### config.mk
export PLATFORM = sky130hd
export DESIGN_NAME = accessSequencer_flat
export DESIGN_NICKNAME = d
export VERILOG_FILES = /design/src/logic/memPkg.sv /design/src/logic/memRequestIf.sv /design/src/logic/accessSequencer.sv /design/src/flat_wrapper.sv
export SDC_FILE = /design/constraint.sdc
export NUM_CORES = 1
export LEC_CHECK = 0
export BUFFER_PORTS_ARGS = -buffer_cell sky130_fd_sc_hd__buf_4
export CAP_MARGIN = 20
export CORE_MARGIN = 3
export CORE_UTILIZATION = 38
export DETAILED_ROUTE_END_ITERATION = 8
export PLACE_DENSITY = 0.71
export RECOVER_POWER = 50
export SKIP_LAST_GASP = 1
export SLEW_MARGIN = 20
export SYNTH_ARGS = -nofsm -noshare
export SYNTH_HDL_FRONTEND = slang
export SYNTH_SLANG_ARGS = --single-unit
### constraint.sdc
create_clock -name i_clock -period 3.39 [get_ports i_clock]
set_input_delay 0.5085 -clock i_clock [delete_from_list [all_inputs] [get_ports i_clock]]
set_output_delay 0.5085 -clock i_clock [all_outputs]
set_load 0.005 [all_outputs]
### src/logic/memPkg.sv
`default_nettype none

package memPkg;

    localparam int DATA_WIDTH = 32;

    typedef logic [DATA_WIDTH-1:0]   Data;
    typedef logic [31:0]             DataAddr;
    typedef logic [DATA_WIDTH/8-1:0] DataMask;   // Bit k enables bits 8k+7:8k

    typedef enum logic [1:0] {
        DataAccess_Byte,
        DataAccess_Half,
        DataAccess_Word
    } DataAccess;

    // Two banks side by side, 2 KiB decoded in total
    localparam int BANK_WORDS       = 256;
    localparam int BANK_INDEX_WIDTH = $clog2(BANK_WORDS);
    localparam int BANK_SELECT_BIT  = 2;        // Even/odd word select

endpackage

`default_nettype wire
### src/logic/memRequestIf.sv
`timescale 1ns/1ps
`default_nettype none

interface memRequestIf;
    import memPkg::*;

    DataAddr   addr;
    DataAccess access;
    logic      isUnsigned;
    logic      wrEnable;
    logic      rdEnable;
    Data       wrData;
    Data       rdData;       // Extended load result
    logic      alignError;

    modport requester (
        output addr, access, isUnsigned, wrEnable, rdEnable, wrData,
        input  rdData, alignError
    );

    modport formatter (
        input  addr, access, isUnsigned, wrEnable, rdEnable, wrData,
        output rdData, alignError
    );

endinterface

`default_nettype wire

### src/logic/accessSequencer.sv
`timescale 1ns/1ps
`default_nettype none

module accessSequencer (
    input  logic              i_clock,
    input  logic              i_rstN,
    input  logic              i_req,
    output logic              o_ack,
    input  memPkg::DataAddr   i_addr,
    input  memPkg::DataAccess i_access,
    input  logic              i_unsigned,
    input  logic              i_write,
    input  memPkg::Data       i_wrData,
    output memPkg::Data       o_rdData,
    output logic              o_alignError,
    memRequestIf.requester    req
);
    import memPkg::*;

    typedef enum logic [1:0] {IDLE, ISSUE, CAPTURE, HOLD} State;

    State      state;
    DataAddr   addrReg;
    DataAccess accessReg;
    logic      unsignedReg;
    logic      writeReg;
    Data       wrDataReg;

    // Request payload, latched when a new request is accepted
    always_ff @(posedge i_clock)
    begin
        if (state == IDLE && i_req)
        begin
            addrReg     <= i_addr;
            accessReg   <= i_access;
            unsignedReg <= i_unsigned;
            writeReg    <= i_write;
            wrDataReg   <= i_wrData;
        end
    end

    always_ff @(posedge i_clock)
    begin
        if (!i_rstN)
        begin
            state        <= IDLE;
            o_ack        <= 1'b0;
            o_alignError <= 1'b0;
            o_rdData     <= '0;
        end
        else
        begin
            case (state)
                IDLE:
                begin
                    if (i_req)
                        state <= ISSUE;
                end
                ISSUE:
                begin
                    o_alignError <= req.alignError;   // Valid while enable is high
                    state        <= CAPTURE;
                end
                CAPTURE:
                begin
                    o_rdData <= writeReg ? '0 : req.rdData;
                    o_ack    <= 1'b1;
                    state    <= HOLD;
                end
                default:
                begin
                    if (!i_req)
                    begin
                        o_ack <= 1'b0;                 // Four-phase release
                        state <= IDLE;
                    end
                end
            endcase
        end
    end

    assign req.addr       = addrReg;
    assign req.access     = accessReg;
    assign req.isUnsigned = unsignedReg;
    assign req.wrData     = wrDataReg;
    assign req.wrEnable   = (state == ISSUE) && writeReg;    // Single-cycle pulse
    assign req.rdEnable   = (state == ISSUE) && !writeReg;

endmodule

`default_nettype wire

### src/flat_wrapper.sv
// flat-port wrapper written by rule: the top's interface ports become plain ports
module accessSequencer_flat import memPkg::*;
  (i_clock, i_rstN, i_req, o_ack, i_addr, i_access, i_unsigned, i_write, i_wrData, o_rdData, o_alignError, req_addr, req_access, req_isUnsigned, req_wrEnable, req_rdEnable, req_wrData, req_rdData, req_alignError);
  memRequestIf req_i ();
  input  logic i_clock;
  input  logic i_rstN;
  input  logic i_req;
  output logic o_ack;
  input  memPkg::DataAddr i_addr;
  input  memPkg::DataAccess i_access;
  input  logic i_unsigned;
  input  logic i_write;
  input  memPkg::Data i_wrData;
  output memPkg::Data o_rdData;
  output logic o_alignError;
  output wire logic [$bits(req_i.addr)-1:0] req_addr;
  output wire logic [$bits(req_i.access)-1:0] req_access;
  output wire logic [$bits(req_i.isUnsigned)-1:0] req_isUnsigned;
  output wire logic [$bits(req_i.wrEnable)-1:0] req_wrEnable;
  output wire logic [$bits(req_i.rdEnable)-1:0] req_rdEnable;
  output wire logic [$bits(req_i.wrData)-1:0] req_wrData;
  input wire logic [$bits(req_i.rdData)-1:0] req_rdData;
  input wire logic [$bits(req_i.alignError)-1:0] req_alignError;
  assign req_addr = req_i.addr;
  assign req_access = req_i.access;
  assign req_isUnsigned = req_i.isUnsigned;
  assign req_wrEnable = req_i.wrEnable;
  assign req_rdEnable = req_i.rdEnable;
  assign req_wrData = req_i.wrData;
  assign req_i.rdData = req_rdData;
  assign req_i.alignError = req_alignError;
  accessSequencer u_core (.i_clock(i_clock), .i_rstN(i_rstN), .i_req(i_req), .o_ack(o_ack), .i_addr(i_addr), .i_access(i_access), .i_unsigned(i_unsigned), .i_write(i_write), .i_wrData(i_wrData), .o_rdData(o_rdData), .o_alignError(o_alignError), .req(req_i));
endmodule
==> results_dict.tcl <==
set metrics [dict create \
    min_from "i_wrData[19]" \
    nets 556 \
    worst_slew_pin_slew_ps 970.8 \
    cpLargestDelayFamily "flip-flops" \
    status "completed" \
    fp.dieH_um 101.8 \
    first_iter_violations 44 \
    power.density_mw_per_mm2 636.9 \
    reg2reg_from "u_core.state[0]$_SDFFE_PN0P_" \
    vias 2559 \
    die_area_mm2 0.01036 \
    yosysSeqAreaShare_pct 79.22 \
    ir_drop_uv 284.2 \
    power.leakage_nw 2.236 \
    clkSinkCount 104 \
    area_growth_pct 51.20 \
    syn_avg_cell_area_um2 14.71 \
    timing.rr.end "u_core.req.wrData[2]$_DFFE_PP_" \
    finalMaxSlewViolations 0 \
    post-place-ws_ps 1444 \
    hp-class "input pin to flop" \
    final_common_cell "clkbuf_4" \
    fillerInstances 714 \
    arrival_ps 1460 \
    final_cell_mix "clkbuf_4, buf_4, edfxtp_1" \
    clk_pin_slew_ps 110 \
    total_power_mw 3.358 \
    wirelength_um 8866 \
    critical_path.n_buffers_inverters 2 \
    r2r_cells 4 \
    clock_skew_ps 12.59 \
    grt.total_usage_pct 16.35 \
    place_inst 544 \
    required_ps 2880 \
    portBuffers 206 \
    ys_seq_elements 104 \
    hold_end "u_core.req.wrData[19]$_DFFE_PP_" \
    ctsResizeCount 0 \
    max_stage_delay_ps 350 \
    ys_warn_count 0 \
    yosys.cell_types.count 22 \
    rows 34 \
    fmax_mhz 507.7 \
    fin_crit_sh_pct 58.11 \
    rsz0062_at_grt "no" \
    setup_tns_ps 0 \
    syn_nets 346 \
    syn_inst 237 \
    endpoint_kind "primary output" \
    reg2reg_slack_ps 1450 \
    place.gp.congestion 0.7736 \
    setup_ws_ps 1420 \
    ff_latch_area_mm2 0.002763 \
    antenna_cells 0 \
    drcViolationCount 0 \
    final_layout_size_suffix_gt1_share_pct 46.02 \
    cts_tree "done" \
    hold_viol_final 0 \
    grt_pass1_wl_um 12810 \
    top_level_ports 207 \
    dp_hpwl_um 6739 \
    grt_pass1_vias 2429 \
    cts_buffer_depth 2 \
    grt_start_max_net_pins 37 \
    cts_made_buffers 9 \
    syn_area_mm2 0.003487 \
    overflow 0 \
    insertion_delay_ps 350 \
    hold-path-cell-count 1 \
    core_region_area_mm2 0.008806 \
    postCtsHoldBufs 0 \
    root_buffer "clkbuf_8" \
    layout.cells.non_filler 560 \
    ant_nets 0 \
    wl_per_cell_um 15.83 \
    setup_viol 0 \
    start_util_pct 39.60 \
    antenna_found_initial 0 \
    die_w_um 101.8 \
    drt_pass1_iterations 4 \
    crit_slowest_cell "dfxtp_1" \
    htreeDepth 3 \
    cap_viol_max_count 0 \
    max_slew_margin_pct 34.88 \
    cts_setup_buffers 0 \
    min_period_ps 1970 \
    routed_via_density 4.570 \
    start_kind "flop" \
    critPathMaxFanout 6 \
    cp_cell_sequence "inv_1, ha_1, nor2b_1, buf_4" \
    multi_input_area_um2 671.9 \
    worstSetupPathType "flop to primary output" \
]
-- final cells by class --
cell class                      count  area share, %
Clock buffer                       10          2.420
Tap cell                          108          2.563
Multi-Input combinational cell    120          12.74
Inverter                            3         0.2136
Clock inverter                      6          1.020
Timing Repair Buffer              209          28.64
Sequential cell                   104          52.40
-- worst register-to-register path, stage by stage (launching register included) --
cell and delay, ps:
dfxtp_1 350, inv_1 110, ha_1 180, and2_2 680, buf_12 310
-- cells in the mapped netlist, drive strengths merged --
| cell type | count | area [um^2] |
|---|---|---|
| nor2b | 33 | 206.5 |
| and2b | 1 | 7.510 |
| buf | 4 | 22.52 |
| and2 | 2 | 12.51 |
| dfxtp | 36 | 720.7 |
| or4 | 1 | 7.510 |
| mux2i | 1 | 10.01 |
| a21oi | 35 | 175.2 |
| o31ai | 1 | 7.510 |
| nor4b | 1 | 15.01 |
| or3b | 1 | 8.760 |
| inv | 2 | 7.510 |
| edfxtp | 68 | 2042 |
| nand2b | 1 | 6.260 |
| clkinv | 1 | 3.750 |
| nor2 | 34 | 127.6 |
| clkbuf | 6 | 22.52 |
| o21ai | 2 | 10.01 |
| nand2 | 1 | 3.750 |
| ha | 5 | 62.56 |
| nand3b | 1 | 7.510 |
-- stage by stage --
stage | hold slack, ps | instance area (um^2) | utilization, %
floorplan | 460.3 | 3487 | -
global placement | 457.7 | 5162 | 58.62
detailed placement | 466.3 | 5162 | 58.62
CTS | 296.9 | 5344 | 60.68
global route | 310.4 | 5273 | 59.88
finish | 343.9 | 5273 | 59.88
-- report_power, final --
group | leakage, nW | switching, mW | internal [mW]
Sequential | 0.940 | 0.0878 | 1.68
Combinational | 1.21 | 0.452 | 0.435
Clock | 0.0825 | 0.428 | 0.279
-- kinds of logic (layout without fill, tap and decap cells) --
group / Yosys count / count (layout) / synth area share (%)
DFF: 104 / 104 / 79.22
and+or+nand+nor: 76 / 76 / 11.55
buffers and inverters: 13 / 228 / 1.615
AOI/OAI and AO/OA: 38 / 38 / 5.526
adders and majority gates: 5 / 5 / 1.794
muxes: 1 / 1 / 0.2871
-- worst max-delay path by stage --
| stage | cells past startpoint | end | slack [ps] | from |
|---|---|---|---|---|
| after detailed placement | 4 | u_core.req.addr[20]$_DFFE_PP_ | 1440 | u_core.state[0]$_SDFFE_PN0P_ |
| final | 4 | req_rdEnable | 1420 | u_core.state[1]$_SDFFE_PN0P_ |
| after CTS | 4 | req_rdEnable | 1370 | u_core.state[1]$_SDFFE_PN0P_ |
| after global routing | 4 | req_rdEnable | 1280 | u_core.state[1]$_SDFFE_PN0P_ |
| after floorplan | 3 | u_core.req.access[0]$_DFFE_PP_ | 790 | u_core.state[0]$_SDFFE_PN0P_ |
| after global placement | 3 | u_core.req.addr[16]$_DFFE_PP_ | 1480 | i_req |
-- flip-flops by register name, indices dropped and copies added (netlist names) --
| signal | count |
|---|---|
| u_core.o_ack | 1 |
| u_core.o_alignError | 1 |
| u_core.o_rdData | 32 |
| u_core.req.access | 2 |
| u_core.req.addr | 32 |
| u_core.req.isUnsigned | 1 |
| u_core.req.wrData | 32 |
| u_core.state | 2 |
| u_core.writeReg | 1 |
-- routing by layer --
metal	up-vias	GRT usage, %	routed length (um)
met3	9	5.923	981
met2	137	27.21	4258
met4	0	5.828	91
met1	1174	19.56	3534
met5	-	0	0
li1	1239	-	-
(Power assumes the default switching activity.)
