==> src/logic/memPkg.sv <==
`default_nettype none

package memPkg;

    localparam int DATA_WIDTH = 32;

    typedef logic [DATA_WIDTH-1:0]   Data;
    typedef logic [31:0]             DataAddr;
    typedef logic [DATA_WIDTH/8-1:0] DataMask;   // Bit k enables bits 8k+7:8k

    typedef enum logic [1:0] {
        DataAccess_Byte,
        DataAccess_Half,
        DataAccess_Word
    } DataAccess;

    // Two banks side by side, 2 KiB decoded in total
    localparam int BANK_WORDS       = 256;
    localparam int BANK_INDEX_WIDTH = $clog2(BANK_WORDS);
    localparam int BANK_SELECT_BIT  = 2;        // Even/odd word select

endpackage

`default_nettype wire
==> src/logic/dataMemoryBus.sv <==
`timescale 1ns/1ps
`default_nettype none

interface dataMemoryBus;
    import memPkg::*;

    DataAddr addr;
    logic    wrEnable;
    logic    rdEnable;
    DataMask wrMask;       // One bit per byte lane
    Data     wrData;       // Already shifted into its lanes
    Data     rdData;       // Valid one cycle after rdEnable

    modport master (
        output addr,
        output wrEnable,
        output rdEnable,
        output wrMask,
        output wrData,
        input  rdData
    );

    modport slave (
        input  addr,
        input  wrEnable,
        input  rdEnable,
        input  wrMask,
        input  wrData,
        output rdData
    );

endinterface

`default_nettype wire

==> src/logic/bankRouter.sv <==
`timescale 1ns/1ps
`default_nettype none

module bankRouter (
    input  logic         i_clock,
    input  logic         i_rstN,
    dataMemoryBus.slave  cpu,
    dataMemoryBus.master even,
    dataMemoryBus.master odd
);
    import memPkg::*;

    DataAddr bankAddr;
    logic    pickOdd;
    logic    readOdd;     // Bank choice of the pending read

    // Upper address bits alias onto the decoded range
    assign bankAddr = DataAddr'(cpu.addr[BANK_SELECT_BIT+BANK_INDEX_WIDTH:0]);
    assign pickOdd  = cpu.addr[BANK_SELECT_BIT];

    assign even.addr     = bankAddr;
    assign even.wrMask   = cpu.wrMask;
    assign even.wrData   = cpu.wrData;
    assign even.wrEnable = cpu.wrEnable && !pickOdd;
    assign even.rdEnable = cpu.rdEnable && !pickOdd;

    assign odd.addr      = bankAddr;
    assign odd.wrMask    = cpu.wrMask;
    assign odd.wrData    = cpu.wrData;
    assign odd.wrEnable  = cpu.wrEnable && pickOdd;
    assign odd.rdEnable  = cpu.rdEnable && pickOdd;

    always_ff @(posedge i_clock)
    begin
        if (!i_rstN)
            readOdd <= 1'b0;
        else if (cpu.rdEnable)
            readOdd <= pickOdd;    // Matches bank read latency
    end

    assign cpu.rdData = readOdd ? odd.rdData : even.rdData;

endmodule

`default_nettype wire

==> src/flat_wrapper.sv <==
// flat-port wrapper written by rule: the top's interface ports become plain ports
module bankRouter_flat import memPkg::*;
  (i_clock, i_rstN, cpu_addr, cpu_wrEnable, cpu_rdEnable, cpu_wrMask, cpu_wrData, cpu_rdData, even_addr, even_wrEnable, even_rdEnable, even_wrMask, even_wrData, even_rdData, odd_addr, odd_wrEnable, odd_rdEnable, odd_wrMask, odd_wrData, odd_rdData);
  dataMemoryBus cpu_i ();
  dataMemoryBus even_i ();
  dataMemoryBus odd_i ();
  input  logic i_clock;
  input  logic i_rstN;
  input wire logic [$bits(cpu_i.addr)-1:0] cpu_addr;
  input wire logic [$bits(cpu_i.wrEnable)-1:0] cpu_wrEnable;
  input wire logic [$bits(cpu_i.rdEnable)-1:0] cpu_rdEnable;
  input wire logic [$bits(cpu_i.wrMask)-1:0] cpu_wrMask;
  input wire logic [$bits(cpu_i.wrData)-1:0] cpu_wrData;
  output wire logic [$bits(cpu_i.rdData)-1:0] cpu_rdData;
  output wire logic [$bits(even_i.addr)-1:0] even_addr;
  output wire logic [$bits(even_i.wrEnable)-1:0] even_wrEnable;
  output wire logic [$bits(even_i.rdEnable)-1:0] even_rdEnable;
  output wire logic [$bits(even_i.wrMask)-1:0] even_wrMask;
  output wire logic [$bits(even_i.wrData)-1:0] even_wrData;
  input wire logic [$bits(even_i.rdData)-1:0] even_rdData;
  output wire logic [$bits(odd_i.addr)-1:0] odd_addr;
  output wire logic [$bits(odd_i.wrEnable)-1:0] odd_wrEnable;
  output wire logic [$bits(odd_i.rdEnable)-1:0] odd_rdEnable;
  output wire logic [$bits(odd_i.wrMask)-1:0] odd_wrMask;
  output wire logic [$bits(odd_i.wrData)-1:0] odd_wrData;
  input wire logic [$bits(odd_i.rdData)-1:0] odd_rdData;
  assign cpu_i.addr = cpu_addr;
  assign cpu_i.wrEnable = cpu_wrEnable;
  assign cpu_i.rdEnable = cpu_rdEnable;
  assign cpu_i.wrMask = cpu_wrMask;
  assign cpu_i.wrData = cpu_wrData;
  assign cpu_rdData = cpu_i.rdData;
  assign even_addr = even_i.addr;
  assign even_wrEnable = even_i.wrEnable;
  assign even_rdEnable = even_i.rdEnable;
  assign even_wrMask = even_i.wrMask;
  assign even_wrData = even_i.wrData;
  assign even_i.rdData = even_rdData;
  assign odd_addr = odd_i.addr;
  assign odd_wrEnable = odd_i.wrEnable;
  assign odd_rdEnable = odd_i.rdEnable;
  assign odd_wrMask = odd_i.wrMask;
  assign odd_wrData = odd_i.wrData;
  assign odd_i.rdData = odd_rdData;
  bankRouter u_core (.i_clock(i_clock), .i_rstN(i_rstN), .cpu(cpu_i), .even(even_i), .odd(odd_i));
endmodule
==> config.mk <==
export PLATFORM = sky130hd
export DESIGN_NAME = bankRouter_flat
export DESIGN_NICKNAME = d
export VERILOG_FILES = /design/src/logic/memPkg.sv /design/src/logic/dataMemoryBus.sv /design/src/logic/bankRouter.sv /design/src/flat_wrapper.sv
export SDC_FILE = /design/constraint.sdc
export NUM_CORES = 1
export LEC_CHECK = 0
export ABC_CLOCK_PERIOD_IN_PS = 900
export BUFFER_PORTS_ARGS = -buffer_cell sky130_fd_sc_hd__buf_2
export CAP_MARGIN = 30
export CORE_AREA = 2 2 121 123
export CTS_CLUSTER_DIAMETER = 80
export DETAILED_ROUTE_END_ITERATION = 10
export DIE_AREA = 0 0 123 125
export PLACE_DENSITY = 0.44
export REMOVE_ABC_BUFFERS = 1
export SYNTH_ARGS = -nofsm -noshare
export SYNTH_HDL_FRONTEND = slang
export SYNTH_SLANG_ARGS = --single-unit
==> constraint.sdc <==
create_clock -name i_clock -period 0.9 [get_ports i_clock]
set_input_delay 0.135 -clock i_clock [delete_from_list [all_inputs] [get_ports i_clock]]
set_output_delay 0.135 -clock i_clock [all_outputs]
set_load 0.005 [all_outputs]
==> results of run 1 <==
## area by class of cell
class                           count  area, µm²
Sequential cell                     1      23.77
Timing Repair Buffer              108      764.5
Tap cell                          184      230.2
Fill cell                        1611      12510
Multi-Input combinational cell     80      676.9
## per-stage QoR
step / setup slack [ns] / setup TNS [ns] / hold slack (ns) / util
final: -0.2402 / -6.712 / 0.2700 / 0.1194
after global placement: -0.2406 / -7.144 / 0.2701 / 0.1050
after CTS: -0.2345 / -7.057 / 0.2701 / 0.1180
after floorplan: -1.035 / -31.50 / 0.2525 / -
after global routing: -0.2627 / -7.614 / 0.2701 / 0.1194
after detailed placement: -0.2521 / -7.610 / 0.2701 / 0.1050
## metal layers
metal	global-route usage	share of wire	vias up
met5	0.03289	0.0020	-
met4	0.001337	0.00096	4
met3	0.1396	0.27	6
met2	0.2093	0.46	260
met1	0.09389	0.26	477
li1	-	-	409
## repair_timing
action / in CTS / in global routing
pin swaps: 0 / 0
resized for setup: 33 / 3
endpoints found under the setup margin: 33 / 33
## placed cells by master, fill, tap and decap left out
| master | netlist | final |
|---|---|---|
| buf_6 | 1 | 31 |
| conb_1 | 1 | 42 |
| mux2_4 | 30 | 32 |
| dfxtp_4 | 0 | 1 |
| buf_2 | 0 | 75 |
| buf_12 | 3 | 2 |
| and2_1 | 2 | 2 |
| nor2b_1 | 3 | 3 |
| o21a_1 | 1 | 1 |
## cells by family (layout without fill, tap and decap cells)
kind of cell / after synthesis / after routing / synth area share
compound gates: 1 / 1 / 0.004614
mux: 32 / 32 / 0.2905
other cells: 1 / 42 / 0.002304
buf+inv: 140 / 108 / 0.6710
flops: 1 / 1 / 0.01230
simple gates: 5 / 5 / 0.01922
## where the power goes
group | total, mW | switching (mW) | leakage [nW] | internal, mW
registers | 0.0502 | 0.00364 | 0.00892 | 0.0466
logic | 0.765 | 0.268 | 0.884 | 0.496
clock network | 0 | 0 | 0 | 0
total | 0.815 | 0.272 | 0.893 | 0.543
## worst paths after layout
path,startpoint,end,slack (ns),cells after the start
worst max-delay path,u_core.readOdd$_SDFFE_PN0P_,cpu_rdData[12],-0.24,3
worst min-delay path,cpu_wrData[3],odd_wrData[3],0.27,0
worst max register to register,u_core.readOdd$_SDFFE_PN0P_,u_core.readOdd$_SDFFE_PN0P_,-0.02,3
worst min register to register,u_core.readOdd$_SDFFE_PN0P_,u_core.readOdd$_SDFFE_PN0P_,0.82,3
==> out/metrics.yaml, run 1 <==
critical_path:
  cp-start-kind: "flop"
  critical_path_class: "flop to output port"
  path_cells: "buf_12 -> mux2_4 -> buf_6"
  cp-end-kind: "output port"
  worst-path-buf-inv: 2
  critPathArrivalTime_ns: 1.01
  cp.required_ns: 0.76
  crit_family: "flip-flops"
  path_max_fanout: 20
  cp_slowest_cell: "dfxtp_4"
  max_stage_delay_ns: 0.35
run:
  cap_viol_max_count: 0
place:
  dpl_cell_area_um2: 1491
  placedCellCount: 373
  gp_congestion: 0.6983
  io_buffer_count: 106
  dp.final_hpwl_mm: 9.505
pwr:
  power-per-cell-area_nw_per_um2: 480.6
  max-vdd-ir-drop_uv: 136.4
  p_total_mw: 0.8149
  power_leakage_nw: 0.8929
synth:
  synth_commonest_cells: "136 x buf_4, 30 x mux2_4, 3 x buf_12, 3 x nor2b_1"
  synthArstFlopShare: 0
  synth_area_leader_cell: "buf_4"
  yosysWarnings: 0
  synth_edf_count: 0
  synth_cell_types: 10
  netlist_instances: 180
  netlist.area_leader.share: 0.6272
  synth-seq-area-share: 0.01230
  ys_seq_elements: 1
  synth_ff_type: "dfxtp_1"
  avgSynthCellArea_um2: 9.043
  synth.most_common_cell: "buf_4"
  synth.cell_area_um2: 1628
  ys_top_cells_by_area: "buf_4 63%, mux2_4 28%, buf_12 3.7%"
status:
  outcome: "finished, violations left"
  violations: "negative setup slack"
timing:
  setup_viol: 33
  rsz0062_at_grt: "true"
  fmax_mhz: 877.0
  clock_skew_ns: 0
  hold_viol_final: 0
  fin_crit_ns: 1.140
  slew_violations: 0
  period_share: 1.267
  worst_slack_ns: -0.2402
final_layout:
  drive_gt1_frac: 0.7460
  largestRegisters: "u_core.readOdd x1"
  nNetsFinal: 327
  stdcell_area_um2: 1695
  fin_cells: 373
  largest_reg_flops: 1
  diodes: 0
  syn_to_final_growth_pct: 4.151
  largest_register: "u_core.readOdd"
floorplanning:
  die_h_um: 125
  core_area_um2: 14200
  die_w_um: 123
  die_area_um2: 15380
  ios: 308
  start_util: 0.1146
  rows: 44
detailed_routing:
  dr.first_iter.drc_count: 26
  vias_per_cell: 3.099
  first_pass_iters: 3
  wl_per_cell_um: 27.97
  drtAntennaViolNets: 0
  vias: 1156
  wl_mm: 10.43
  route.detailed.drc: 0
global_routing:
  grt_pass1_vias: 999
  grt_pass1_wl_mm: 11.87
  grt_use_total: 0.1218
  antenna_found_initial: 2
  grt_overflow: 0
  grt_max_degree: 21
cts:
  postCtsSetupBuffers: 0
  clk_pin_slew_worst_paths_ns: 0
  clock_latency_ns: 0
  postCtsHoldBufs: 0
hold_path:
  hold_class: "primary input to output port"
Note: power is estimated with default switching activity, not from simulation.
==> inputs of run 2 (changes only) <==
--- a/config.mk
+++ b/config.mk
@@ -17,3 +17,4 @@
 export SYNTH_ARGS = -nofsm -noshare
 export SYNTH_HDL_FRONTEND = slang
 export SYNTH_SLANG_ARGS = --single-unit
+export TNS_END_PERCENT = 5
==> out/metrics.yaml, run 2 (same netlist as run 1, synthesis figures left out) <==
status:
  outcome: "finished, violations left"
  violations: "negative setup slack"
global_routing:
  grt_overflow: 0
  grt_use_total: 0.1218
  grt_pass1_wl_mm: 11.87
  grt_pass1_vias: 1001
  grt_max_degree: 21
  antenna_found_initial: 2
timing:
  fmax_mhz: 877.0
  clock_skew_ns: 0
  fin_tns_setup_ns: -6.712
  period_share: 1.267
  hold_viol_final: 0
  fin_crit_ns: 1.140
  setup_viol: 33
  worst_slack_ns: -0.2402
  rsz0062_at_grt: "true"
  slew_violations: 0
final_layout:
  syn_to_final_growth_pct: 4.151
  largestRegisters: "u_core.readOdd x1"
  largest_reg_flops: 1
  nNetsFinal: 327
  drive_gt1_frac: 0.7460
  fillers: 1611
  largest_register: "u_core.readOdd"
  layout_common_cells: "75 x buf_2, 42 x conb_1, 32 x mux2_4"
  fin_cells: 373
  diodes: 0
  mostFrequentLayoutCell: "buf_2"
critical_path:
  critPathArrivalTime_ns: 1.01
  r2r_slack_ns: -0.02
  timing.rr.start: "u_core.readOdd$_SDFFE_PN0P_"
  reg2reg_to: "u_core.readOdd$_SDFFE_PN0P_"
  critical_path_class: "flop to output port"
  cp-start-kind: "flop"
  cp-end-kind: "output port"
  cp.required_ns: 0.76
  path_max_fanout: 20
  worstRegToRegCells: 3
hold_path:
  hold_class: "primary input to output port"
  hold_depth: 0
  hold-path-endpoint: "odd_wrData[3]"
  holdCritStartpoint: "cpu_wrData[3]"
place:
  io_buffer_count: 106
  gp_congestion: 0.6983
  placedCellCount: 373
  dp.final_hpwl_mm: 9.505
floorplanning:
  core_area_um2: 14200
  rows: 44
  die_h_um: 125
  ios: 308
  start_util: 0.1146
  die_area_um2: 15380
  die_w_um: 123
run:
  cap_viol_max_count: 0
pwr:
  power-per-cell-area_nw_per_um2: 480.6
  max-vdd-ir-drop_uv: 136.4
  power_leakage_nw: 0.8929
cts:
  cts_resized: 33
  clk_pin_slew_worst_paths_ns: 0
  clock_latency_ns: 0
  postCtsHoldBufs: 0
  postCtsSetupBuffers: 0
detailed_routing:
  wl_mm: 10.43
  first_pass_iters: 3
  drtAntennaViolNets: 0
  vias: 1156
  route.detailed.drc: 0
  vias_per_cell: 3.099
  dr.first_iter.drc_count: 26
  wl_per_cell_um: 27.97
run 2: cell counts in the layout (fill, tap and decap cells not counted):
Identical to the previous run, type by type.
run 2: power by group:
group	internal, mW	switching (mW)
combinational	0.496	0.268
clock	0	0
sequential	0.0466	0.00364
total	0.543	0.272
run 2: layer usage:
metal | vias up | part of all wire | track usage
li1 | 409 | - | -
met1 | 477 | 0.26 | 0.09389
met2 | 260 | 0.46 | 0.2093
met3 | 6 | 0.27 | 0.1396
met4 | 4 | 0.00096 | 0.001337
met5 | - | 0.0020 | 0.03289
run 2: critical path: stages (launching register included):
cell	delay, ns
dfxtp_4	0.35
buf_12	0.19
mux2_4	0.33
buf_6	0.12
run 2: worst max-delay path by stage:
stage | startpoint | to | slack, ns | depth (start not counted)
6_report | u_core.readOdd$_SDFFE_PN0P_ | cpu_rdData[12] | -0.24 | 3
5_1_grt | u_core.readOdd$_SDFFE_PN0P_ | cpu_rdData[12] | -0.26 | 3
4_1_cts | u_core.readOdd$_SDFFE_PN0P_ | cpu_rdData[5] | -0.23 | 3
3_5_place_dp | u_core.readOdd$_SDFFE_PN0P_ | cpu_rdData[29] | -0.25 | 3
3_3_place_gp | u_core.readOdd$_SDFFE_PN0P_ | cpu_rdData[6] | -0.24 | 3
2_1_floorplan | u_core.readOdd$_SDFFE_PN0P_ | cpu_rdData[29] | -1.04 | 1
run 2: cell type report:
type                       count  area, µm²  share of cell area
timing repair buffer         108      764.5              0.4509
multi-input combinational     80      676.9              0.3993
tap                          184      230.2              0.1358
sequential                     1      23.77             0.01402
run 2: through the flow:
stage	worst slack (ns)	instance area, µm²	hold WS [ns]	utilization	power (mW)
after floorplan	-1.035	689.4	0.2525	-	0.3462
after global placement	-0.2406	1491	0.2701	0.1050	0.6614
after detailed placement	-0.2521	1491	0.2701	0.1050	0.6681
after CTS	-0.2345	1677	0.2701	0.1180	0.8054
after global routing	-0.2627	1695	0.2701	0.1194	0.8859
final	-0.2402	1695	0.2700	0.1194	0.8149
