**src/logic/memPkg.sv**
```systemverilog
`default_nettype none

package memPkg;

    localparam int DATA_WIDTH = 32;

    typedef logic [DATA_WIDTH-1:0]   Data;
    typedef logic [31:0]             DataAddr;
    typedef logic [DATA_WIDTH/8-1:0] DataMask;   // Bit k enables bits 8k+7:8k

    typedef enum logic [1:0] {
        DataAccess_Byte,
        DataAccess_Half,
        DataAccess_Word
    } DataAccess;

    // Two banks side by side, 2 KiB decoded in total
    localparam int BANK_WORDS       = 256;
    localparam int BANK_INDEX_WIDTH = $clog2(BANK_WORDS);
    localparam int BANK_SELECT_BIT  = 2;        // Even/odd word select

endpackage

`default_nettype wire
```
**src/logic/dataMemoryBus.sv**
```systemverilog
`timescale 1ns/1ps
`default_nettype none

interface dataMemoryBus;
    import memPkg::*;

    DataAddr addr;
    logic    wrEnable;
    logic    rdEnable;
    DataMask wrMask;       // One bit per byte lane
    Data     wrData;       // Already shifted into its lanes
    Data     rdData;       // Valid one cycle after rdEnable

    modport master (
        output addr,
        output wrEnable,
        output rdEnable,
        output wrMask,
        output wrData,
        input  rdData
    );

    modport slave (
        input  addr,
        input  wrEnable,
        input  rdEnable,
        input  wrMask,
        input  wrData,
        output rdData
    );

endinterface

`default_nettype wire

```
**src/logic/memRequestIf.sv**
```systemverilog
`timescale 1ns/1ps
`default_nettype none

interface memRequestIf;
    import memPkg::*;

    DataAddr   addr;
    DataAccess access;
    logic      isUnsigned;
    logic      wrEnable;
    logic      rdEnable;
    Data       wrData;
    Data       rdData;       // Extended load result
    logic      alignError;

    modport requester (
        output addr, access, isUnsigned, wrEnable, rdEnable, wrData,
        input  rdData, alignError
    );

    modport formatter (
        input  addr, access, isUnsigned, wrEnable, rdEnable, wrData,
        output rdData, alignError
    );

endinterface

`default_nettype wire

```
**src/logic/dataMemoryAdapter.sv**
```systemverilog
`timescale 1ns/1ps
`default_nettype none

module dataMemoryAdapter (
    input  logic           i_clock,      // Unused, purely combinational
    input  logic           i_rstN,       // Unused
    memRequestIf.formatter req,
    dataMemoryBus.master   bus
);
    import memPkg::*;

    logic [1:0] byteOffset;
    logic       aligned;
    DataMask    laneMask;
    Data        sizedWrData;
    Data        laneRdData;
    logic       signFill;

    assign byteOffset = req.addr[1:0];

    // Size and offset decode
    always_comb
    begin
        aligned     = 1'b0;
        laneMask    = '0;
        sizedWrData = '0;
        case (req.access)
            DataAccess_Byte:
            begin
                aligned     = 1'b1;
                laneMask    = DataMask'(1) << byteOffset;
                sizedWrData = {{(DATA_WIDTH-8){1'b0}}, req.wrData[7:0]};
            end
            DataAccess_Half:
            begin
                aligned     = !byteOffset[0];
                laneMask    = byteOffset[1] ? 4'b1100 : 4'b0011;
                sizedWrData = {{(DATA_WIDTH-16){1'b0}}, req.wrData[15:0]};
            end
            DataAccess_Word:
            begin
                aligned     = (byteOffset == 2'b00);
                laneMask    = 4'b1111;
                sizedWrData = req.wrData;
            end
            default:
            begin
                aligned = 1'b0;                // Unknown size never aligns
            end
        endcase
    end

    assign bus.addr     = req.addr;
    assign bus.wrEnable = req.wrEnable;
    assign bus.rdEnable = req.rdEnable;
    assign bus.wrMask   = aligned ? laneMask : '0;   // Misaligned writes touch nothing
    assign bus.wrData   = sizedWrData << {byteOffset, 3'b000};

    // Little-endian lanes, addressed byte moves down to lane 0
    assign laneRdData = bus.rdData >> {byteOffset, 3'b000};

    always_comb
    begin
        signFill   = 1'b0;
        req.rdData = laneRdData;
        case (req.access)
            DataAccess_Byte:
            begin
                signFill   = !req.isUnsigned && laneRdData[7];
                req.rdData = {{(DATA_WIDTH-8){signFill}}, laneRdData[7:0]};
            end
            DataAccess_Half:
            begin
                signFill   = !req.isUnsigned && laneRdData[15];
                req.rdData = {{(DATA_WIDTH-16){signFill}}, laneRdData[15:0]};
            end
            default:
            begin
                req.rdData = laneRdData;       // Full word
            end
        endcase
    end

    assign req.alignError = !aligned && (req.wrEnable || req.rdEnable);

endmodule

`default_nettype wire

```
**src/flat_wrapper.sv**
```systemverilog
// flat-port wrapper written by rule: the top's interface ports become plain ports
module dataMemoryAdapter_flat import memPkg::*;
  (i_clock, i_rstN, req_addr, req_access, req_isUnsigned, req_wrEnable, req_rdEnable, req_wrData, req_rdData, req_alignError, bus_addr, bus_wrEnable, bus_rdEnable, bus_wrMask, bus_wrData, bus_rdData);
  memRequestIf req_i ();
  dataMemoryBus bus_i ();
  input  logic i_clock;
  input  logic i_rstN;
  input wire logic [$bits(req_i.addr)-1:0] req_addr;
  input wire logic [$bits(req_i.access)-1:0] req_access;
  input wire logic [$bits(req_i.isUnsigned)-1:0] req_isUnsigned;
  input wire logic [$bits(req_i.wrEnable)-1:0] req_wrEnable;
  input wire logic [$bits(req_i.rdEnable)-1:0] req_rdEnable;
  input wire logic [$bits(req_i.wrData)-1:0] req_wrData;
  output wire logic [$bits(req_i.rdData)-1:0] req_rdData;
  output wire logic [$bits(req_i.alignError)-1:0] req_alignError;
  output wire logic [$bits(bus_i.addr)-1:0] bus_addr;
  output wire logic [$bits(bus_i.wrEnable)-1:0] bus_wrEnable;
  output wire logic [$bits(bus_i.rdEnable)-1:0] bus_rdEnable;
  output wire logic [$bits(bus_i.wrMask)-1:0] bus_wrMask;
  output wire logic [$bits(bus_i.wrData)-1:0] bus_wrData;
  input wire logic [$bits(bus_i.rdData)-1:0] bus_rdData;
  assign req_i.addr = req_addr;
  assign req_i.access = req_access;
  assign req_i.isUnsigned = req_isUnsigned;
  assign req_i.wrEnable = req_wrEnable;
  assign req_i.rdEnable = req_rdEnable;
  assign req_i.wrData = req_wrData;
  assign req_rdData = req_i.rdData;
  assign req_alignError = req_i.alignError;
  assign bus_addr = bus_i.addr;
  assign bus_wrEnable = bus_i.wrEnable;
  assign bus_rdEnable = bus_i.rdEnable;
  assign bus_wrMask = bus_i.wrMask;
  assign bus_wrData = bus_i.wrData;
  assign bus_i.rdData = bus_rdData;
  dataMemoryAdapter u_core (.i_clock(i_clock), .i_rstN(i_rstN), .req(req_i), .bus(bus_i));
endmodule
```
**config.mk**
```make
export PLATFORM = sky130hd
export DESIGN_NAME = dataMemoryAdapter_flat
export DESIGN_NICKNAME = d
export VERILOG_FILES = /design/src/logic/memPkg.sv /design/src/logic/dataMemoryBus.sv /design/src/logic/memRequestIf.sv /design/src/logic/dataMemoryAdapter.sv /design/src/flat_wrapper.sv
export SDC_FILE = /design/constraint.sdc
export NUM_CORES = 1
export LEC_CHECK = 0
export BUFFER_PORTS_ARGS = -buffer_cell sky130_fd_sc_hd__buf_2
export CELL_PAD_IN_SITES_DETAIL_PLACEMENT = 2
export CELL_PAD_IN_SITES_GLOBAL_PLACEMENT = 2
export CORE_MARGIN = 4
export CORE_UTILIZATION = 16
export DETAILED_ROUTE_END_ITERATION = 16
export PLACE_DENSITY = 0.85
export SETUP_SLACK_MARGIN = 0.15
export SLEW_MARGIN = 25
export SYNTH_ARGS = -nofsm -noshare
export SYNTH_HDL_FRONTEND = slang
export SYNTH_SLANG_ARGS = --single-unit
export TNS_END_PERCENT = 10
```
**constraint.sdc**
```tcl
create_clock -name vclk -period 3
set_input_delay 0.6 -clock vclk [all_inputs]
set_output_delay 0.6 -clock vclk [all_outputs]
set_load 0.005 [all_outputs]
```
==> results of run 1 <==
-- stage by stage --
step           worst slack [ps]  hold WS [ps]  total power, W  utilization (%)  cell area [µm²]
6_report                  337.5          1200       0.0003965            21.96             2391
3_3_place_gp              364.9          1200       0.0003817            21.95             2390
5_1_grt                   210.4          1200       0.0004383            21.96             2391
2_1_floorplan             893.2          1281       0.0002372                -             1780
3_5_place_dp              314.8          1200       0.0004006            21.95             2390
4_1_cts                   315.6          1200       0.0004019            21.95             2390
-- worst max-delay path by stage --
stage / start / to / cells after the start
detailed placement: req_addr[0] / req_rdData[28] / 5
floorplan: req_addr[0] / req_rdData[10] / 5
CTS: req_addr[0] / req_rdData[28] / 5
finish: req_addr[1] / req_rdData[15] / 7
global placement: req_addr[0] / req_rdData[29] / 5
global route: req_addr[1] / req_rdData[15] / 7
-- logic make-up after synthesis --
group	after synthesis	synth area share, %
simple gates	75	21.43
buf+inv	62	23.19
xor+xnor	1	0.4920
mux	27	16.44
compound gates	95	38.44
-- power groups by stage --
| stage | registers (W) | logic [W] | clock network, W |
|---|---|---|---|
| floorplan | 0 | 0.000237 | 0 |
| detailed placement | 0 | 0.000401 | 0 |
| CTS | 0 | 0.000402 | 0 |
| finish | 0 | 0.000396 | 0 |
| global route | 0 | 0.000438 | 0 |
| global placement | 0 | 0.000382 | 0 |
-- per-layer routing --
metal  GRT usage, %  vias to the layer above  share of wire [%]
met3          1.538                       22                4.7
met4          3.526                        0                2.5
met5              0                        -                  0
li1               -                     1138                  -
met2          25.91                       92                 51
met1          18.51                     1247                 42
-- layout by cell type, fill, tap and decap left out, types with 2 or more instances in the layout --
cell type / count
buf_2: 144
nand2_1: 21
nor2_1: 20
mux2i_1: 18
o22ai_1: 16
a22oi_1: 16
nor2b_1: 10
a21oi_1: 10
buf_4: 10
nand2b_1: 9
mux2_2: 8
a211oi_1: 8
o21a_1: 8
o211ai_1: 8
and2_1: 8
o221ai_1: 8
a221oi_1: 7
o21ai_0: 6
inv_1: 2
or2_2: 2
o21ai_1: 2
buf_12: 2
-- area by class of cell --
type / count / area [µm²]
fillers: 1321 / 8497
multi-input cells: 198 / 1369
repair buffers: 156 / 835.8
well taps: 140 / 175.2
inverters: 3 / 11.26
==> results.md, run 1 <==
- Fmax: 375.6 MHz
- Leakage power: 1.160 nW
- Die area: 0.01288 mm²
- Number of gates resized after CTS: 0
- Core area: 0.01089 mm²
- Vias per inst: 5.028
- Detailed Routing Iterations Pass 1: 5
- HP Class: in -> out
- Top cells by area, synth: buf_4, mux2i_1, a22oi_1, o22ai_1, mux2_2
- Worst Setup Path Type: in -> out
- Most frequent cell on the critical path: buf_2
- Share of cells above drive strength 1: 48.74%
- Placer Congestion: 0.7791
- Global Route Usage Sum: 14.47%
- Detail Placement HPWL: 7980 µm
- Crit-path max cell delay: 340 ps
- Max-cap viol count: 0
- Final period util: 88.75%
- Starting density of the core: 16.35%
- Post-synthesis net count: 363
- CP arrival: 2060 ps
- Routed via count: 2499
- Sequential share of power: 0%
- Switching power: 0.0002172 W
- CP Max Fanout: 47
- Unique cell type count in the Yosys netlist: 38
- Seq cells: 0
- Worst-Margin Slew: 592.9 ps
- Initial antenna violation count: 0
- Req. time, crit path: 2400 ps
- Slew margin rel.: 60.33%
- Largest net degree at the start of global routing: 48
- Avg Inst Size Synth: 6.848 µm²
- Hold-fix buffers at CTS: 0
- Hold depth: 0
- Vias in the first global route: 2784
- Min-delay src: req_addr[11]
- Nets@finish: 462
- Bufs and invs on worst path: 5
- Drt drc: 0
- Iter 0 DRT Violations: 93
- Final Setup Violations: 0
- YS warnings: 0
- Worst Hold Endpoint: bus_addr[11]
- Clock power share: 0%
- Logic pwr share: 100.0%
- Tmin final: 2662 ps
- CP max stage cell: clkinv_1
- Placed insts: 497
- Hold Vio Cnt, Final: 0
- Top cell type's share of synthesized area: 16.87%
- Area grow syn2layout: 34.29%
- First-pass GRT wire length: 15370 µm
- Mapped cell area: 0.001780 mm²
- Switching Share: 54.79%
- Top-count cell post-synth: buf_4
- Sum Neg Setup Slack: 0 ps
- IO Port Bufs: 144
- Die Span Y: 113.5 µm
- Cell row count: 38
- Antenna-violating nets left: 0
- FF/Latch Area: 0 µm²
- DIE WIDTH: 113.5 µm
- Critical path cell sequence: buf_2 > buf_12 > clkinv_1 > buf_4 > mux2i_1 > a21oi_1 > buf_2
- Status: finished clean
- Setup Buffers After CTS: 0
- Commonest cells post-synth: buf_4, nand2_1, nor2_1, mux2i_1
- Slew Limit Fails: 0
- Seq/Total Area, Yosys: 0%
- Final-layout clock buffer total: 0
- # diodes: 0
- Routed wire length per instance: 19.98 µm
- Cell Pwr Density: 165.8 mW/mm²
- Yosys top cell by area: buf_4
- Top delay family on crit path: buffers and inverters
- Final WL: 9929 µm
- GR Overflow Total: 0
- Post-Synthesis Cells: 260
- P_int: 0.0001792 W
- Unrepaired setup endpoints after global routing: no
- Crit path launch type: input pin
- Layout Cells excl Fill: 497
- Crit. End Element: output pin
- Peak VDD IR: 78.23 µV
- IO Pins: 206
(Power assumes the default switching activity.)
==> run 2: changes to the inputs <==
- CORE_ASPECT_RATIO: not set -> 1.75
==> run 2 against run 1 <==
Net effect: worst hold slack stayed put; wire length is 0.52% lower; core utilization down 0.076 points; design area shrank 0.94%; largest power group unchanged; critical path type unchanged; die area up 0.51%; sequential share of layout area unchanged.
==> results.md, run 2 (same netlist as run 1, synthesis figures left out) <==
- Logic pwr share: 100.0% (about the same)
- Global Route Usage Sum: 14.26% (-0.22 points)
- Leakage power: 1.160 nW (about the same)
- HP Class: in -> out
- First-pass GRT wire length: 14870 µm (-3.2%)
- Vias in the first global route: 2733 (-1.8%)
- Peak VDD IR: 45.97 µV (-41%)
- Final Setup Violations: 0 (unchanged)
- Fin area: 0.002369 mm² (-0.94%)
- Crit path launch type: input pin
- Detailed Routing Iterations Pass 1: 4 (-1)
- Clock power share: 0% (unchanged)
- # diodes: 0 (unchanged)
- Routed wire length per instance: 20.20 µm (+1.1%)
- FF/Latch Area: 0 µm² (unchanged)
- Pre-CTS WS: 222.5 ps (-92.28 ps)
- Tmin final: 2744 ps (+81.08 ps)
- Iter 0 DRT Violations: 82 (-12%)
- Detail Placement HPWL: 7986 µm (about the same)
- CP Max Fanout: 29 (-38%)
- Placer Congestion: 0.8045 (+3.3%)
- Fmax: 364.5 MHz (-3.0%)
- P_int: 0.0001770 W (-1.3%)
- Placed Area: 0.002367 mm² (-0.94%)
- Most frequent cell on the critical path: buf_2
- Hold-fix buffers at CTS: 0 (unchanged)
- Final WL: 9877 µm (-0.52%)
- Core area: 0.01082 mm² (-0.60%)
- Worst Setup Path Type: in -> out
- Slew margin rel.: 56.63% (-3.7 points)
- Most frequent cells in the layout: buf_2, nand2_1, nor2_1
- Die area: 0.01295 mm² (+0.51%)
- Vias per inst: 5.035 (+0.13%)
- Unrepaired setup endpoints after global routing: no
- Final-layout clock buffer total: 0 (unchanged)
- Antenna-violating nets left: 0 (unchanged)
- Post-Route Utilization: 21.88% (-0.076 points)
- Share of cells above drive strength 1: 49.03% (+0.29 points)
- Cell row count: 50 (+32%)
- Area grow syn2layout: 33.03%
- DIE WIDTH: 87.74 µm (-23%)
- Req. time, crit path: 2400 ps (about the same)
- Critical path cell sequence: buf_2 > buf_4 > mux2_2 > a221oi_1 > nor2_1 > buf_2
- IO Port Bufs: 144 (unchanged)
- Most common cell after layout, fill and taps aside: buf_2
- Switching Share: 54.81% (about the same)
- IO Pins: 206 (unchanged)
- Final period util: 91.45% (+2.7 points)
- Sum Neg Setup Slack: 0 ps (unchanged)
- Cell Pwr Density: 165.3 mW/mm² (-0.29%)
- GR Overflow Total: 0 (unchanged)
- Routed via count: 2462 (-1.5%)
- Hold Vio Cnt, Final: 0 (unchanged)
- Crit. End Element: output pin
- Seq cells: 0 (unchanged)
- Slew Limit Fails: 0 (unchanged)
- Max-cap viol count: 0 (unchanged)
- Status: finished clean
- Initial antenna violation count: 0 (unchanged)
- Final setup margin: 256.5 ps (-81.08 ps)
- Layout fillers: 1368 (+3.6%)
- Starting density of the core: 16.45% (+0.098 points)
- Sequential share of power: 0% (unchanged)
- Nets@finish: 464 (+0.43%)
- Drt drc: 0 (unchanged)
- CP arrival: 2140 ps (+80 ps)
- Switching power: 0.0002147 W (-1.2%)
- CP max stage cell: buf_4
- Crit-path max cell delay: 390 ps (+50 ps)
- Worst-Margin Slew: 649.3 ps (+56.41 ps)
- Die Span Y: 147.5 µm (+30%)
- Largest net degree at the start of global routing: 30 (-38%)
## run 2: cell count changes in the layout (fill, tap and decap cells not counted), sizes merged
cell  change
buf       +2
## run 2: repair_timing
item	CTS	global route
buffers inserted	0	0
endpoints found under the setup margin	0	1
gates resized for setup	0	1
endpoints found under the hold margin	0	0
## run 2: per-layer routing
metal	track usage (%)	wire length (µm)
met5	0	0
met4	3.994	320
met3	0.8924	517
met2	28.25	5436
met1	15.50	3602
## run 2: final timing paths
| kind | slack (ps) | cells after the start | to | start |
|---|---|---|---|---|
| setup / recovery | 260 | 6 | req_rdData[13] | req_addr[0] |
| hold / removal | 1200 | 0 | bus_addr[11] | req_addr[11] |
## run 2: cell type report
| class | instances | area (µm²) | area share (%) |
|---|---|---|---|
| multi-input combinational | 198 | 1369 | 57.79 |
| tap | 130 | 162.7 | 6.867 |
| timing repair buffer | 158 | 825.8 | 34.87 |
| inverter | 3 | 11.26 | 0.4754 |
## run 2: worst max-delay path, delay by kind of cell
family / cells / cell delay [ps]
buf+inv: 3 / 760
compound gates: 1 / 310
simple gates: 1 / 80
mux: 1 / 380
## run 2: power groups by stage
stage | clock network (W) | logic [W] | registers (W)
global route | 0 | 0.000431 | 0
floorplan | 0 | 0.000237 | 0
finish | 0 | 0.000392 | 0
detailed placement | 0 | 0.000397 | 0
global placement | 0 | 0.000382 | 0
CTS | 0 | 0.000398 | 0
## run 2: metrics by stage
stage	total power (W)	hold WS [ps]	cells
2_1_floorplan	0.0002372	1281	260
3_3_place_gp	0.0003819	1200	489
3_5_place_dp	0.0003967	1200	489
4_1_cts	0.0003983	1200	489
5_1_grt	0.0004308	1200	489
6_report	0.0003916	1200	489
==> run 3: changes to the inputs <==
- PLACE_DENSITY: 0.85 -> 0.87
==> run 3 against run 2 <==
Net effect: via count rose by 3.1%; global-route usage rose by 0.19 points; design area rose by 1.4%; core utilization rose by 0.31 points; clock-buffer cell count did not move; critical endpoint is now req_rdData[21]; largest cell class unchanged; highest routed layer unchanged.
==> results.md, run 3 (same netlist as run 1, synthesis figures left out) <==
- Status: finished clean
- Pre-CTS WS: 222.2 ps (-0.2890 ps)
- Crit path launch type: input pin
- Cell Pwr Density: 166.2 mW/mm² (+0.52%)
- Final-layout clock buffer total: 0 (unchanged)
- Final setup margin: 311.9 ps (+55.44 ps)
- Most frequent cell on the critical path: buf_2
- Vias in the first global route: 2783 (+1.8%)
- Req. time, crit path: 2400 ps (about the same)
- Core area: 0.01082 mm² (unchanged)
- IO Pins: 206 (unchanged)
- DIE WIDTH: 87.74 µm (unchanged)
- Post-Route Utilization: 22.20% (+0.31 points)
- Worst Setup Path Type: in -> out
- Die area: 0.01295 mm² (unchanged)
- Bufs and invs on worst path: 3 (unchanged)
- GR Overflow Total: 0 (unchanged)
- Most common cell after layout, fill and taps aside: buf_2
- FF/Latch Area: 0 µm² (unchanged)
- Unrepaired setup endpoints after global routing: no
- Hold Vio Cnt, Final: 0 (unchanged)
- Fmax: 372.0 MHz (+2.1%)
- Final WL: 10060 µm (+1.9%)
- CP arrival: 2090 ps (-50 ps)
- Iter 0 DRT Violations: 104 (+27%)
- Slew Limit Fails: 0 (unchanged)
- Global Route Usage Sum: 14.45% (+0.19 points)
- Cell row count: 50 (unchanged)
- Detail Placement HPWL: 8132 µm (+1.8%)
- Detailed Routing Iterations Pass 1: 4 (unchanged)
- Antenna-violating nets left: 0 (unchanged)
- Top delay family on crit path: buffers and inverters
- Nets@finish: 464 (unchanged)
- Drt drc: 0 (unchanged)
- Share of cells above drive strength 1: 49.30% (+0.28 points)
- Initial antenna violation count: 1 (+1)
- Area grow syn2layout: 34.93%
- Setup Buffers After CTS: 0 (unchanged)
- Max-cap viol count: 0 (unchanged)
- Layout fillers: 1354 (-1.0%)
- Final Setup Violations: 0 (unchanged)
- First-pass GRT wire length: 15010 µm (+0.93%)
- Routed via count: 2539 (+3.1%)
- Leakage power: 1.169 nW (+0.70%)
- Tmin final: 2688 ps (-55.44 ps)
- Placer Congestion: 0.8190 (+1.8%)
- HP Class: in -> out
- Most frequent cells in the layout: buf_2, nand2_1, nor2_1
- Peak VDD IR: 66.18 µV (+44%)
- CP max stage cell: mux2_2
- Critical path cell sequence: buf_2 > mux2_2 > o221ai_2 > buf_4 > o22ai_1 > buf_2
- Vias per inst: 5.182 (+2.9%)
- Final period util: 89.60% (-1.8 points)
- Largest net degree at the start of global routing: 32 (+6.7%)
- IO Port Bufs: 144 (unchanged)
- Die Span Y: 147.5 µm (unchanged)
- Worst-Margin Slew: 599.9 ps (-49.46 ps)
- Slew margin rel.: 59.83% (+3.2 points)
- Starting density of the core: 16.45% (unchanged)
- Routed wire length per instance: 20.54 µm (+1.7%)
- Crit-path max cell delay: 420 ps (+30 ps)
- Sum Neg Setup Slack: 0 ps (unchanged)
- Seq cells: 0 (unchanged)
- CP Max Fanout: 16 (-45%)
- Crit. End Element: output pin
run 3: cell count changes in the layout (fill, tap and decap cells not counted):
cell	before	now
buf_4	14	12
buf_12	0	2
diode_2	0	1
nor4bb_1	1	0
nor4bb_2	0	1
run 3: what timing repair did:
action | CTS | global route
hold buffers | 0 | 0
resized for setup | 0 | 1
endpoints found under the setup margin | 0 | 12
run 3: where the power goes:
part | internal, W | switching, W
logic | 0.000181 | 0.000218
clock network | 0.0000000000446 | 0
registers | 0 | 0
total | 0.000181 | 0.000218
run 3: layer usage:
layer / vias up / routed length (µm) / track usage (%)
met5: - / 0 / 0
met4: 0 / 411 / 5.223
met3: 38 / 610 / 1.060
met2: 120 / 5686 / 29.12
met1: 1236 / 3355 / 14.67
li1: 1145 / - / -
run 3: through the flow:
step	instances	total power [W]	hold WS, ps	area, µm²
after CTS	489	0.0004037	1200	2399
after detailed placement	489	0.0004013	1200	2399
final	490	0.0003993	1200	2402
after global routing	490	0.0004371	1200	2402
after floorplan	260	0.0002372	1281	1780
after global placement	489	0.0003835	1200	2399
run 3: area by class of cell:
| cell class | count | area (µm²) | share of cell area [%] |
|---|---|---|---|
| multi-input combinational | 198 | 1375 | 57.24 |
| timing repair buffer | 158 | 850.8 | 35.42 |
| tap | 130 | 162.7 | 6.771 |
| inverter | 3 | 11.26 | 0.4688 |
| antenna | 1 | 2.502 | 0.1042 |
run 3: final timing paths:
| kind | startpoint | endpoint | depth (start not counted) |
|---|---|---|---|
| worst max-delay path | req_addr[0] | req_rdData[21] | 6 |
| worst min-delay path | req_addr[12] | bus_addr[12] | 0 |
